[config.mk]
export PLATFORM = sky130hd
export DESIGN_NAME = prbs_tester_top
export DESIGN_NICKNAME = d
export VERILOG_FILES = /design/src/source/prbs_pkg.sv /design/src/source/prbs11_lane.sv /design/src/source/data_generator.sv /design/src/source/block_counter.sv /design/src/source/test_sequencer.sv /design/src/source/error_channel.sv /design/src/source/data_checker.sv /design/src/source/prbs_tester_top.sv
export SDC_FILE = /design/constraint.sdc
export NUM_CORES = 1
export LEC_CHECK = 0
export ABC_AREA = 1
export BUFFER_PORTS_ARGS = -buffer_cell sky130_fd_sc_hd__buf_2
export CORE_AREA = 2 2 222 169
export DETAILED_ROUTE_END_ITERATION = 8
export DIE_AREA = 0 0 224 171
export GPL_TIMING_DRIVEN = 0
export PLACE_DENSITY = 0.69
export SLEW_MARGIN = 10
export SYNTH_ARGS = -nofsm -noshare
export SYNTH_HDL_FRONTEND = slang
export SYNTH_SLANG_ARGS = --single-unit
[constraint.sdc]
create_clock -name i_clock -period 9.06 [get_ports i_clock]
set_clock_uncertainty 0.15 [all_clocks]
set_input_delay 1.359 -clock i_clock [delete_from_list [all_inputs] [get_ports i_clock]]
set_output_delay 1.359 -clock i_clock [all_outputs]
set_load 0.02 [all_outputs]
[src/source/prbs_pkg.sv]
package prbs_pkg;

	localparam int BYTE_W = 8; // One lane byte.
	localparam int LANES = 8; // Byte lanes per block.
	localparam int BLOCK_W = BYTE_W * LANES;

	// PRBS11 register, polynomial x^11 + x^9 + 1.
	localparam int PRBS_W = 11;

	// Lane 0 drives the most significant byte of the block.
	localparam logic [PRBS_W-1:0] LANE_SEEDS [LANES] = '{
		11'h5A3,
		11'h7BE,
		11'h2AA,
		11'h4ED,
		11'h3BA,
		11'h7AE,
		11'h5CA,
		11'h2DC
	};

	localparam int CNT_W = 16; // Burst length and error counters.

	typedef enum logic [1:0] {
		IDLE	= 2'd0,
		RUN	= 2'd1,
		DRAIN	= 2'd2
	} seq_state_t;

endpackage

[src/source/prbs11_lane.sv]
`timescale 1ns/1ps

module prbs11_lane
	#(
	parameter logic [prbs_pkg::PRBS_W-1:0]	SEED	= 1,
	parameter int							BYTE_W	= prbs_pkg::BYTE_W
	)
	(
	input	logic							i_clock,
	input	logic							i_rst_n,
	input	logic							i_enable,
	input	logic							i_restart,
	output	logic	[BYTE_W-1:0]			o_sequence
	);

logic	[prbs_pkg::PRBS_W-1:0]	prbs_reg;
logic							feedback;

// Taps at bits 11 and 9 of the polynomial.
assign feedback = prbs_reg[10] ^ prbs_reg[8];

always_ff @(posedge i_clock) begin
	if (!i_rst_n) begin
		prbs_reg <= SEED;
	end else if (i_restart) begin
		prbs_reg <= SEED; // A restart wins over a step in the same cycle.
	end else if (i_enable) begin
		prbs_reg <= {prbs_reg[prbs_pkg::PRBS_W-2:0], feedback};
	end
end

assign o_sequence = prbs_reg[BYTE_W-1:0];

endmodule

[src/source/data_generator.sv]
`timescale 1ns/1ps

module data_generator
	#(
	parameter int							BYTE_W	= prbs_pkg::BYTE_W,
	parameter int							LANES	= prbs_pkg::LANES
	)
	(
	input	logic							i_clock,
	input	logic							i_rst_n,
	input	logic							i_enable,
	input	logic							i_restart,
	output	logic	[BYTE_W*LANES-1:0]		o_data_block
	);

genvar	lane;

generate
	for (lane = 0; lane < LANES; lane++) begin : g_lane
		logic	[BYTE_W-1:0]	lane_byte;

		prbs11_lane#(
			.SEED(prbs_pkg::LANE_SEEDS[lane]),
			.BYTE_W(BYTE_W)
			)
		u_prbs11
			(
			.i_clock(i_clock),
			.i_rst_n(i_rst_n),
			.i_enable(i_enable),
			.i_restart(i_restart),
			.o_sequence(lane_byte)
			);

		// Lane 0 lands in the top byte.
		assign o_data_block[(LANES-1-lane)*BYTE_W +: BYTE_W] = lane_byte;
	end
endgenerate

endmodule

[src/source/block_counter.sv]
`timescale 1ns/1ps

module block_counter
	#(
	parameter int							CNT_W	= prbs_pkg::CNT_W
	)
	(
	input	logic							i_clock,
	input	logic							i_rst_n,
	input	logic							i_clear,
	input	logic							i_count,
	input	logic	[CNT_W-1:0]				i_burst_len,
	output	logic							o_last
	);

logic	[CNT_W-1:0]	block_cnt;

always_ff @(posedge i_clock) begin
	if (!i_rst_n) begin
		block_cnt <= '0;
	end else if (i_clear) begin
		block_cnt <= '0;
	end else if (i_count) begin
		block_cnt <= block_cnt + CNT_W'(1);
	end
end

// The count equals the number of blocks already sent in this burst.
assign o_last = (block_cnt == i_burst_len - CNT_W'(1));

endmodule

[src/source/test_sequencer.sv]
`timescale 1ns/1ps

module test_sequencer
	#(
	parameter int							CNT_W	= prbs_pkg::CNT_W
	)
	(
	input	logic							i_clock,
	input	logic							i_rst_n,
	input	logic							i_start,
	input	logic							i_last,
	input	logic	[CNT_W-1:0]				i_burst_len,
	output	logic							o_restart,
	output	logic							o_tx_valid,
	output	logic							o_busy,
	output	logic							o_done
	);

prbs_pkg::seq_state_t	state;
logic					drain_cnt;
logic					accept;

// Starts are only taken when idle and with a real length.
assign accept		= (state == prbs_pkg::IDLE) && i_start && (i_burst_len != '0);
assign o_restart	= accept;
assign o_tx_valid	= (state == prbs_pkg::RUN);
assign o_busy		= (state != prbs_pkg::IDLE);

always_ff @(posedge i_clock) begin
	if (!i_rst_n) begin
		state		<= prbs_pkg::IDLE;
		drain_cnt	<= 1'b0;
		o_done		<= 1'b0;
	end else begin
		o_done <= 1'b0;
		case (state)
			prbs_pkg::IDLE: begin
				if (accept) begin
					state <= prbs_pkg::RUN;
				end
			end
			prbs_pkg::RUN: begin
				if (i_last) begin
					state		<= prbs_pkg::DRAIN;
					drain_cnt	<= 1'b0;
				end
			end
			prbs_pkg::DRAIN: begin
				// Two cycles cover the channel stage and the checker counters.
				if (drain_cnt) begin
					state	<= prbs_pkg::IDLE;
					o_done	<= 1'b1;
				end else begin
					drain_cnt <= 1'b1;
				end
			end
			default: begin
				state <= prbs_pkg::IDLE;
			end
		endcase
	end
end

endmodule

[src/source/error_channel.sv]
`timescale 1ns/1ps

module error_channel
	#(
	parameter int							BLOCK_W	= prbs_pkg::BLOCK_W
	)
	(
	input	logic							i_clock,
	input	logic							i_rst_n,
	input	logic							i_valid,
	input	logic	[BLOCK_W-1:0]			i_block,
	input	logic	[BLOCK_W-1:0]			i_inject_mask,
	output	logic							o_valid,
	output	logic	[BLOCK_W-1:0]			o_block
	);

always_ff @(posedge i_clock) begin
	if (!i_rst_n) begin
		o_valid <= 1'b0;
	end else begin
		o_valid <= i_valid;
	end
end

// Only blocks that carry data are corrupted.
always_ff @(posedge i_clock) begin
	if (i_valid) begin
		o_block <= i_block ^ i_inject_mask;
	end else begin
		o_block <= i_block;
	end
end

endmodule

[src/source/data_checker.sv]
`timescale 1ns/1ps

module data_checker
	#(
	parameter int							BYTE_W	= prbs_pkg::BYTE_W,
	parameter int							LANES	= prbs_pkg::LANES,
	parameter int							CNT_W	= prbs_pkg::CNT_W
	)
	(
	input	logic							i_clock,
	input	logic							i_rst_n,
	input	logic							i_clear,
	input	logic							i_valid,
	input	logic	[BYTE_W*LANES-1:0]		i_block,
	output	logic	[CNT_W-1:0]				o_block_errors,
	output	logic	[CNT_W-1:0]				o_bit_errors
	);

localparam int	BLOCK_W	= BYTE_W * LANES;
localparam int	POP_W	= $clog2(BLOCK_W + 1);
localparam int	SUM_W	= CNT_W + 1;

logic	[BLOCK_W-1:0]	ref_block;
logic	[BLOCK_W-1:0]	diff;
logic	[POP_W-1:0]		diff_ones;
logic	[SUM_W-1:0]		bit_sum;

data_generator#(
	.BYTE_W(BYTE_W),
	.LANES(LANES)
	)
u_ref_generator
	(
	.i_clock(i_clock),
	.i_rst_n(i_rst_n),
	.i_enable(i_valid), // The reference advances once per received block.
	.i_restart(i_clear),
	.o_data_block(ref_block)
	);

assign diff = i_block ^ ref_block;

always_comb begin
	diff_ones = '0;
	for (int b = 0; b < BLOCK_W; b++) begin
		diff_ones = diff_ones + POP_W'(diff[b]);
	end
end

assign bit_sum = {1'b0, o_bit_errors} + SUM_W'(diff_ones);

always_ff @(posedge i_clock) begin
	if (!i_rst_n || i_clear) begin
		o_block_errors	<= '0;
		o_bit_errors	<= '0;
	end else if (i_valid) begin
		if ((diff != '0) && (o_block_errors != '1)) begin
			o_block_errors <= o_block_errors + CNT_W'(1);
		end
		// Saturate when the carry bit is set.
		o_bit_errors <= bit_sum[CNT_W] ? '1 : bit_sum[CNT_W-1:0];
	end
end

endmodule

[src/source/prbs_tester_top.sv]
`timescale 1ns/1ps

module prbs_tester_top
	#(
	parameter int							BYTE_W	= prbs_pkg::BYTE_W,
	parameter int							LANES	= prbs_pkg::LANES,
	parameter int							CNT_W	= prbs_pkg::CNT_W
	)
	(
	input	logic							i_clock,
	input	logic							i_rst_n,
	input	logic							i_start,
	input	logic	[CNT_W-1:0]				i_burst_len,
	input	logic	[BYTE_W*LANES-1:0]		i_inject_mask,
	output	logic	[BYTE_W*LANES-1:0]		o_tx_block,
	output	logic							o_tx_valid,
	output	logic							o_busy,
	output	logic							o_done,
	output	logic	[CNT_W-1:0]				o_block_errors,
	output	logic	[CNT_W-1:0]				o_bit_errors
	);

localparam int	BLOCK_W	= BYTE_W * LANES;

logic					restart;
logic					last;
logic					rx_valid;
logic	[BLOCK_W-1:0]	rx_block;

test_sequencer#(
	.CNT_W(CNT_W)
	)
u_sequencer
	(
	.i_clock(i_clock),
	.i_rst_n(i_rst_n),
	.i_start(i_start),
	.i_last(last),
	.i_burst_len(i_burst_len),
	.o_restart(restart),
	.o_tx_valid(o_tx_valid),
	.o_busy(o_busy),
	.o_done(o_done)
	);

block_counter#(
	.CNT_W(CNT_W)
	)
u_block_counter
	(
	.i_clock(i_clock),
	.i_rst_n(i_rst_n),
	.i_clear(restart),
	.i_count(o_tx_valid),
	.i_burst_len(i_burst_len),
	.o_last(last)
	);

data_generator#(
	.BYTE_W(BYTE_W),
	.LANES(LANES)
	)
u_tx_generator
	(
	.i_clock(i_clock),
	.i_rst_n(i_rst_n),
	.i_enable(o_tx_valid),
	.i_restart(restart),
	.o_data_block(o_tx_block)
	);

error_channel#(
	.BLOCK_W(BLOCK_W)
	)
u_error_channel
	(
	.i_clock(i_clock),
	.i_rst_n(i_rst_n),
	.i_valid(o_tx_valid),
	.i_block(o_tx_block),
	.i_inject_mask(i_inject_mask),
	.o_valid(rx_valid),
	.o_block(rx_block)
	);

data_checker#(
	.BYTE_W(BYTE_W),
	.LANES(LANES),
	.CNT_W(CNT_W)
	)
u_data_checker
	(
	.i_clock(i_clock),
	.i_rst_n(i_rst_n),
	.i_clear(restart),
	.i_valid(rx_valid),
	.i_block(rx_block),
	.o_block_errors(o_block_errors),
	.o_bit_errors(o_bit_errors)
	);

endmodule

==> summary.txt <==
Detailed routing
  – Mean number of vias per cell: ~5.0
  – DRT Wirelength: 44.4 mm
  – Remaining DRCs: 0
  – Avg WL per Cell: 17.2 µm
  – Drt pass-1 iters: 8
  – Detailed Route Iter0 Violations: 1155
  – Post-route ant nets: 0
  – Via count: about 13000

Timing
  – Pins Over Slew Limit: 0
  – Setup ws final: 0.593 ns
  – Slew Limit Headroom: 47.1%
  – Setup TNS Final: 0 ns
  – Fmax: 118 MHz
  – Final setup fails: 0
  – Final hold vios: 0
  – RSZ-0062 raised after global routing: no
  – Worst-Margin Slew: 0.793 ns
  – Fin crit period: approximately 8.5 ns
  – Fin crit share: 93.5%
  – Hold Slack: 0.311 ns

Status
  – Status: complete, no violations

Clocking
  – Post-CTS Resized: 0
  – Clock Path Buffers: 3
  – Clock root buffer: clkbuf_16
  – CTS Buf Count: 31
  – Clock transition at path regs: ~0.060 ns
  – Number of setup buffers added after CTS: 0
  – H-tree level count: 1
  – TritonCTS clock tree: yes
  – CTS Sinks: 293
  – Hold Buf Count CTS: 0
  – Clock latency on the worst-skew pair: ~0.57 ns

Setup path
  – Setup CP Type: flop to flop
  – Reg2reg end: u_data_checker.o_bit_errors[0]
  – CP Max Fanout: 7
  – Max stage delay on crit path: 0.55 ns
  – Cells on worst reg2reg path: 27
  – Startpoint types: flop
  – CP Capture Type: flop
  – Critical Path Slowest Stage Cell: fa_1
  – Flop-to-flop setup slack: 0.59 ns
  – CP arrival: roughly 8.8 ns
  – CP most frequent cell: fa_1
  – Required @ worst endpoint: 9.37 ns

Die
  – Row count: just over 60
  – # IOs: roughly 180
  – Core ar.: ~0.036 mm²
  – Die area: 0.0383 mm²
  – Die height: 171 µm
  – Die X: 224 µm
  – Initial core utilization: between 40% and 50%

Synthesis
  – Synth unique cells: 43
  – Synth Area in XOR/XNOR: 9.88%
  – FFs w/ async S/R, synth: 0%
  – Post-synthesis mux area share: 0%
  – Post-Synthesis Cell Area: 0.0150 mm²
  – Top FF cell, synth: dfxtp_1
  – Seq/Total Area, Yosys: 39.2%
  – Syn Nets: about 2000
  – Compound-cell area share of the yosys netlist: 9.89%
  – Cells after Synth: roughly 1900
  – Synth Area in Adders: slightly below 10%
  – FF+latch count, synth: 293
  – Avg Inst Size Synth: 7.98 µm²
  – EDFF count, synth: 0
  – Yosys Warn Count: 0
  – Post-Synth Simple-Gate Area: 20.6%
  – Main combinational cell family by area after synthesis: simple AND/OR/NAND/NOR gates

Layout
  – Leading cell type in the layout, fill and taps excluded: nand2_1
  – Finished Core Util: 48.4%
  – Layout Nets: 2256
  – Area growth, synth to finish: 17.7%
  – Proportion of layout cells with a drive suffix above 1: 17.2%
  – Multi-input logic area: 0.00750 mm²
  – Final std cells w/o fill: 2585
  – Fillers: between 3000 and 4000
  – ANT cells: 0
  – FF+latch area: 0.00587 mm²
  – Design Area, Final: 0.0176 mm²
  – Commonest cells after routing, fill and taps aside: nand2_1 (405), dfxtp_1 (293), inv_1 (207)

Hold path
  – Hold Crit Start: u_tx_generator.g_lane[0].u_prbs11.prbs_reg[9]
  – Hold-critical path endpoint: u_tx_generator.g_lane[0].u_prbs11.prbs_reg[9]
  – HP Class: flop to flop
  – WHS Path Cells: 2

Placement
  – Post-DP Area: 0.0165 mm²
  – Number of buffers added on ports: approximately 180
  – RePlAce Congestion: 0.931
  – Pre-CTS setup slack: 0.623 ns
  – Placed cell count: 2529
  – Detailed placement HPWL: 34.8 mm

Power and ir drop
  – Leak pwr: 8.21 nW
  – Cell Pwr Density: 471 mW/mm²
  – Max VDD drop: between 1000 and 1500 µV
  – Total power: 8.30 mW

Global route
  – Initial antenna violation count: 0
  – Largest net degree at the start of global routing: 17
  – Vias in the first global route: 12700
  – Grt total ovfl: 0
  – Gr usage total: 23.0%
  – First-pass GRT wire length: between 60 and 70 mm

Flow run
  – MaxCap Viol Count: 0
## synth_stat cells, drive strengths merged, types with 2 or more instances
library cell  number  share of area [%]
buf               92                4.3
dfxtp            293                 39
o221ai             2               0.12
o21ai             61                2.0
inv              210                5.3
fa                55                7.4
xnor2            105                6.1
clkbuf            47                1.2
o21a               3               0.15
nand2            419                 11
a21oi             92                3.3
nor3              17               0.74
o221a              2               0.15
xor2              64                3.7
a31oi              6               0.25
nor2             192                5.0
nand3             70                2.3
nand4             29                1.2
o211ai            56                2.8
a211oi            12               0.60
ha                28                2.3
or2                2              0.084
a22oi              7               0.35
nor4               2              0.084
nand3b             5               0.25
## cells by family (layout without fill, tap and decap cells)
| kind of cell | after synthesis | count (layout) |
|---|---|---|
| buffers and inverters | 350 | 587 |
| XOR/XNOR | 169 | 169 |
| adder cells (fa/ha/maj) | 83 | 83 |
| flip-flops | 293 | 293 |
| AND/OR/NAND/NOR | 738 | 738 |
| AO/OA/AOI/OAI | 243 | 243 |
## worst max path at each step
stage                                           to  slack [ns]  depth (start not counted)
floorplan           u_data_checker.o_bit_errors[0]        1.28                         27
global placement    u_data_checker.o_bit_errors[1]        0.77                         27
detailed placement  u_data_checker.o_bit_errors[1]        0.62                         27
CTS                 u_data_checker.o_bit_errors[1]        0.58                         27
global route        u_data_checker.o_bit_errors[0]        0.21                         27
finish              u_data_checker.o_bit_errors[0]        0.59                         27
## report_power, final
part	leakage (nW)	switching (mW)	total [mW]	internal, mW
registers	2.40	0.0660	1.43	1.37
clock network	0.563	0.549	1.42	0.872
logic	5.25	3.09	5.45	2.36
## metal layers
metal / up-vias / part of all wire (%) / global-route usage (%)
li1: 6295 / - / -
met1: 6103 / 45 / 31.3
met2: 479 / 45 / 37.2
met3: 75 / 7.2 / 3.92
met4: 0 / 2.8 / 7.16
met5: - / 0 / 0
## critical path, delay by kind of cell (launching register included)
family                   cells  cell delay [ns]
AND/OR/NAND/NOR              6             0.89
adder cells (fa/ha/maj)     12             5.79
AO/OA/AOI/OAI                4             0.68
flip-flops                   1             0.35
buffers and inverters        4             0.25
XOR/XNOR                     1             0.27
## layout make-up
type | count | area share [%]
buffer | 139 | 4.63
clock buffer | 39 | 4.85
clock inverter | 17 | 1.68
inverter | 211 | 4.49
multi-input combinational | 1233 | 42.6
sequential | 293 | 33.3
tap | 472 | 3.35
timing repair buffer | 181 | 5.14
Power figures use the tool's default switching activity.
